--- config.mk ---
export PLATFORM = sky130hd
export DESIGN_NAME = mem_interconnect_flat
export DESIGN_NICKNAME = d
export VERILOG_FILES = /design/src/design/periph_pkg.sv /design/src/design/mem_if.sv /design/src/design/mem_interconnect.sv /design/src/flat_wrapper.sv
export SDC_FILE = /design/constraint.sdc
export NUM_CORES = 1
export LEC_CHECK = 0
export ABC_AREA = 0
export CORE_AREA = 2 2 200 202
export DETAILED_ROUTE_END_ITERATION = 10
export DIE_AREA = 0 0 202 204
export DONT_BUFFER_PORTS = 1
export GPL_ROUTABILITY_DRIVEN = 1
export HOLD_SLACK_MARGIN = 0.15
export SETUP_SLACK_MARGIN = 0.15
export SLEW_MARGIN = 5
export SYNTH_ARGS = -nofsm -noshare
export SYNTH_HDL_FRONTEND = slang
export SYNTH_SLANG_ARGS = --single-unit
--- constraint.sdc ---
create_clock -name clock -period 6.9 [get_ports clock]
set_input_delay 0.345 -clock clock [delete_from_list [all_inputs] [get_ports clock]]
set_output_delay 0.345 -clock clock [all_outputs]
set_load 0.005 [all_outputs]
--- src/design/periph_pkg.sv ---
package periph_pkg;

  // bus widths.
  typedef logic [31:0] addr_t;
  typedef logic [63:0] data_t;
  typedef logic [7:0] strobe_t;

  // quad-spi payload and transfer unit.
  typedef logic [7:0] byte_t;
  typedef logic [3:0] nibble_t;

  // one byte moves as two nibbles, high first.
  typedef enum logic [1:0] {
    idle,
    high_nibble,
    low_nibble,
    done
  } qspi_state_t;

  // address map.
  localparam addr_t QSPI_ADDR = 32'h1000_0000;
  localparam addr_t RAM_BASE = 32'h0000_0000;

endpackage
--- src/design/mem_if.sv ---
`timescale 1ns/1ps

interface mem_if;
  import periph_pkg::*;

  // request side.
  logic valid;
  addr_t addr;
  data_t wdata;
  strobe_t wstrb;

  // response side, all valid in the ready cycle.
  data_t rdata;
  logic ready;
  logic error;

  modport initiator (
    output valid,
    output addr,
    output wdata,
    output wstrb,
    input rdata,
    input ready,
    input error
  );

  modport target (
    input valid,
    input addr,
    input wdata,
    input wstrb,
    output rdata,
    output ready,
    output error
  );

endinterface

--- src/design/mem_interconnect.sv ---
`timescale 1ns/1ps

module mem_interconnect #(
  parameter int ram_words = 64
) (
  input logic clock,
  input logic reset,
  input logic mem_valid,
  input periph_pkg::addr_t mem_addr,
  input periph_pkg::data_t mem_wdata,
  input periph_pkg::strobe_t mem_wstrb,
  output periph_pkg::data_t mem_rdata,
  output logic mem_ready,
  output logic mem_error,
  mem_if.initiator ram_bus,
  mem_if.initiator qspi_bus
);
  import periph_pkg::*;

  localparam addr_t ram_bytes = addr_t'(ram_words * $bits(strobe_t));

  logic busy;
  logic issue;
  logic sel_ram;
  logic sel_qspi;
  logic none_ready;
  logic hit_ram;
  logic hit_qspi;
  addr_t req_addr;
  data_t req_wdata;
  strobe_t req_wstrb;

  // address decode on the incoming request.
  assign hit_ram = (mem_addr - RAM_BASE) < ram_bytes;
  assign hit_qspi = mem_addr == QSPI_ADDR;

  always_ff @(posedge clock) begin
    if (reset == 1'b0) begin
      busy <= 1'b0;
      issue <= 1'b0;
      sel_ram <= 1'b0;
      sel_qspi <= 1'b0;
      none_ready <= 1'b0;
    end else begin
      issue <= 1'b0;
      // unmapped requests are answered here, one cycle after the issue slot.
      none_ready <= issue && !sel_ram && !sel_qspi;
      if (!busy && mem_valid) begin
        busy <= 1'b1;
        issue <= 1'b1;
        sel_ram <= hit_ram;
        sel_qspi <= hit_qspi;
      end
      if (mem_ready) begin
        busy <= 1'b0;
      end
    end
  end

  // request payload.
  always_ff @(posedge clock) begin
    if (!busy && mem_valid) begin
      req_addr <= mem_addr;
      req_wdata <= mem_wdata;
      req_wstrb <= mem_wstrb;
    end
  end

  assign ram_bus.valid = issue && sel_ram;
  assign ram_bus.addr = req_addr - RAM_BASE;
  assign ram_bus.wdata = req_wdata;
  assign ram_bus.wstrb = req_wstrb;

  assign qspi_bus.valid = issue && sel_qspi;
  assign qspi_bus.addr = req_addr;
  assign qspi_bus.wdata = req_wdata;
  assign qspi_bus.wstrb = req_wstrb;

  // response mux, passed through in the target's ready cycle.
  assign mem_ready = (sel_ram && ram_bus.ready) || (sel_qspi && qspi_bus.ready) || none_ready;
  assign mem_error = (sel_ram && ram_bus.ready && ram_bus.error)
                  || (sel_qspi && qspi_bus.ready && qspi_bus.error)
                  || none_ready;

  always_comb begin
    mem_rdata = '0;
    if (sel_ram && ram_bus.ready) begin
      mem_rdata = ram_bus.rdata;
    end else if (sel_qspi && qspi_bus.ready) begin
      mem_rdata = qspi_bus.rdata;
    end
  end

  // only one target sees a strobe.
  assert property (@(posedge clock) disable iff (!reset)
    $onehot0({ram_bus.valid, qspi_bus.valid}));

endmodule

--- src/flat_wrapper.sv ---
// flat-port wrapper written by rule: the top's interface ports become plain ports
module mem_interconnect_flat import periph_pkg::*;
#(
  parameter int ram_words = 64
)
  (clock, reset, mem_valid, mem_addr, mem_wdata, mem_wstrb, mem_rdata, mem_ready, mem_error, ram_bus_valid, ram_bus_addr, ram_bus_wdata, ram_bus_wstrb, ram_bus_rdata, ram_bus_ready, ram_bus_error, qspi_bus_valid, qspi_bus_addr, qspi_bus_wdata, qspi_bus_wstrb, qspi_bus_rdata, qspi_bus_ready, qspi_bus_error);
  mem_if ram_bus_i ();
  mem_if qspi_bus_i ();
  input logic clock;
  input logic reset;
  input logic mem_valid;
  input periph_pkg::addr_t mem_addr;
  input periph_pkg::data_t mem_wdata;
  input periph_pkg::strobe_t mem_wstrb;
  output periph_pkg::data_t mem_rdata;
  output logic mem_ready;
  output logic mem_error;
  output wire logic [$bits(ram_bus_i.valid)-1:0] ram_bus_valid;
  output wire logic [$bits(ram_bus_i.addr)-1:0] ram_bus_addr;
  output wire logic [$bits(ram_bus_i.wdata)-1:0] ram_bus_wdata;
  output wire logic [$bits(ram_bus_i.wstrb)-1:0] ram_bus_wstrb;
  input wire logic [$bits(ram_bus_i.rdata)-1:0] ram_bus_rdata;
  input wire logic [$bits(ram_bus_i.ready)-1:0] ram_bus_ready;
  input wire logic [$bits(ram_bus_i.error)-1:0] ram_bus_error;
  output wire logic [$bits(qspi_bus_i.valid)-1:0] qspi_bus_valid;
  output wire logic [$bits(qspi_bus_i.addr)-1:0] qspi_bus_addr;
  output wire logic [$bits(qspi_bus_i.wdata)-1:0] qspi_bus_wdata;
  output wire logic [$bits(qspi_bus_i.wstrb)-1:0] qspi_bus_wstrb;
  input wire logic [$bits(qspi_bus_i.rdata)-1:0] qspi_bus_rdata;
  input wire logic [$bits(qspi_bus_i.ready)-1:0] qspi_bus_ready;
  input wire logic [$bits(qspi_bus_i.error)-1:0] qspi_bus_error;
  assign ram_bus_valid = ram_bus_i.valid;
  assign ram_bus_addr = ram_bus_i.addr;
  assign ram_bus_wdata = ram_bus_i.wdata;
  assign ram_bus_wstrb = ram_bus_i.wstrb;
  assign ram_bus_i.rdata = ram_bus_rdata;
  assign ram_bus_i.ready = ram_bus_ready;
  assign ram_bus_i.error = ram_bus_error;
  assign qspi_bus_valid = qspi_bus_i.valid;
  assign qspi_bus_addr = qspi_bus_i.addr;
  assign qspi_bus_wdata = qspi_bus_i.wdata;
  assign qspi_bus_wstrb = qspi_bus_i.wstrb;
  assign qspi_bus_i.rdata = qspi_bus_rdata;
  assign qspi_bus_i.ready = qspi_bus_ready;
  assign qspi_bus_i.error = qspi_bus_error;
  mem_interconnect #(.ram_words(ram_words)) u_core (.clock(clock), .reset(reset), .mem_valid(mem_valid), .mem_addr(mem_addr), .mem_wdata(mem_wdata), .mem_wstrb(mem_wstrb), .mem_rdata(mem_rdata), .mem_ready(mem_ready), .mem_error(mem_error), .ram_bus(ram_bus_i), .qspi_bus(qspi_bus_i));
endmodule
==> metrics.txt <==
area grow syn2layout 21.6%; P per Cell Area 238 nW/um2; CTS tree done; fillcell total 4249; Worst Setup Start Kind flop; Post-Syn Nets 560; cts bufs inserted 9; final-report setup violation count 0; slew of the pin with the lowest slew margin 1220 ps; DRT iter0 DRCs 331; worst ir drop on vdd 161 uV; setup tns final 0 ps; most numerous cell in the Yosys netlist buf_4; met3 WL post-DR 2190 um; Clk Latency, worst-skew pair 390 ps; critical path required time 6550 ps; fraction of registers with async set/reset 0%; fmax 354 MHz; Routed met2 length 8470 um; Residual DRC 0; IO buf count 0; Final WS setup 4070 ps; Final Skew 29.3 ps; Starting Density 12.6%; largest family of logic cells by synthesized area buffers and inverters; mux cell area share after synthesis 0%; Synth area leaders edfxtp_1, buf_4, a22o_1; routed length per placed instance 22.4 um; Synth Area in Compound Gates 12.0%; cts repair resizes 0; Die Ht 204 um; Core Util, Final 15.3%; highest metal used met5; dominant cell type by area after synthesis edfxtp_1; global-route wire length before repair 23200 um; Final Hold Viols 0; clock share of power 37.6%; Clock Path Buffers 2; Syn Inst Count 321; worst slack at placement 4500 ps; Die Wd 202 um; Post-synth EDFFs 104; vias per cell 3.37; P_sw 360 uW; post-synth top area share 63.3%; Hold Crit Class in2reg; Die ar. 41200 um2; Arr. time, crit path 2480 ps; Row Count 73; post-synth cell types 23; Detailed Routing Iterations Pass 1 4; Sw Ratio 25.2%; final cell count without fillers 852; Slew Limit Headroom 18.4%; post-route minimum period 2830 ps; max-slew violations 0; post-route ant nets 0; Post-Synth Simple-Gate Area 3.27%; Final #Nets 560; total grt overflow 0; Post-Route M1 WL 8090 um; RSZ-0062 raised after global routing no; clock sink total 109; htree depth 3; post-synthesis xor/xnor area fraction 0%; Via Count 2873; vias in the first global route 2643; share of layout cells above drive strength 1 6.13%; Synth Area per Inst 15.4 um2; # IOs 515; Crit Path Max Fanout 67; worst hold slack 194 ps; hold-fix buffers at CTS 106; Clock transition at path regs 90 ps; drt total wl 19100 um; adder and majority gate portion of the synthesized area 0%; CORE AREA 39200 um2; clk root buf clkbuf_16; WS Path Type reg2out; initial antenna violation count 4; GRT Util Overall 8.68%; pin count of the biggest net entering global routing 72; fin crit share 41.0%; postcts setup bufs 0; synthesized area 4930 um2; Seq/Total Area, Yosys 65.3%; Reg power frac 57.2%; leakage 0.00188 uW; max cap viols 0; Main synth FF type edfxtp_1; Yosys reg bits 109; Comb power frac 5.3%; DP Cell Count 729; internal power 1070 uW; Synth Warn # 0; Crit. End Element output port; Commonest cells post-synth buf_4, edfxtp_1, a22o_1; GPL Wtd Cong 0.839; outcome finished, final reports clean
==> cell type report <==
class	instances	area, um2	share of cell area [%]
antenna	1	2.50	0.0417
tap	525	657	10.9
multi-input combinational	94	757	12.6
clock inverter	7	67.6	1.13
timing repair buffer	107	1070	17.8
clock buffer	9	225	3.75
sequential	109	3220	53.7
==> through the flow <==
step	total power [uW]	cell area (um2)
3_3_place_gp	858	4640
2_1_floorplan	877	4930
3_5_place_dp	859	4640
6_report	1430	6000
5_1_grt	1500	6000
4_1_cts	1460	6000
==> power groups by stage <==
stage / Combinational (uW) / Sequential, uW / Clock (uW)
2_1_floorplan: 66.3 / 810 / 0
3_3_place_gp: 24.8 / 833 / 0
3_5_place_dp: 25.2 / 833 / 0
4_1_cts: 77.2 / 818 / 568
5_1_grt: 82.0 / 822 / 591
6_report: 75.2 / 818 / 537
==> routing by layer <==
layer | vias to the layer above | global-route usage [%]
li1 | 1116 | -
met1 | 1478 | 11.6
met2 | 251 | 11.6
met3 | 22 | 4.51
met4 | 6 | 3.39
met5 | - | 0
==> registers in the layout, indices dropped and copies added, names as in the netlist <==
register and flops:
u_core.none_ready 1, u_core.issue 1, u_core.qspi_bus.wstrb 8, u_core.busy 1
u_core.sel_qspi 1, u_core.sel_ram 1, u_core.qspi_bus.addr 32, u_core.qspi_bus.wdata 64
==> kinds of logic after synthesis <==
logic type | Yosys count
AO/OA/AOI/OAI | 68
buffers and inverters | 118
flip-flops | 109
AND/OR/NAND/NOR | 26
==> placed cells by master (no fill, tap or decap), types with 2 or more instances in the layout <==
master         instances
nor4_1                 6
nand4_1                2
edfxtp_1             104
nand2_1                3
dlygate4sd3_1        106
clkinv_4               2
and2_1                 3
nor2_1                 3
a22o_1                64
clkbuf_16              9
and2_4                 2
dfxtp_1                5
o32ai_1                2
inv_8                  2
==> critical path, stage by stage, from the launching register on <==
cell,delay [ps]
dfxtp_1,350
and2_4,320
nor2b_4,1010
a22o_1,370
==> worst paths after layout <==
check | endpoint | slack (ps) | depth (start not counted) | startpoint
worst max-delay path | mem_rdata[22] | 4070 | 3 | u_core.sel_ram
worst min-delay path | u_core.sel_qspi | 190 | 3 | mem_addr[1]
worst max register to register | u_core.qspi_bus.addr[2] | 4640 | 2 | u_core.busy
worst min register to register | u_core.none_ready | 460 | 2 | u_core.issue
No activity file was read; power rests on OpenSTA's default activity.
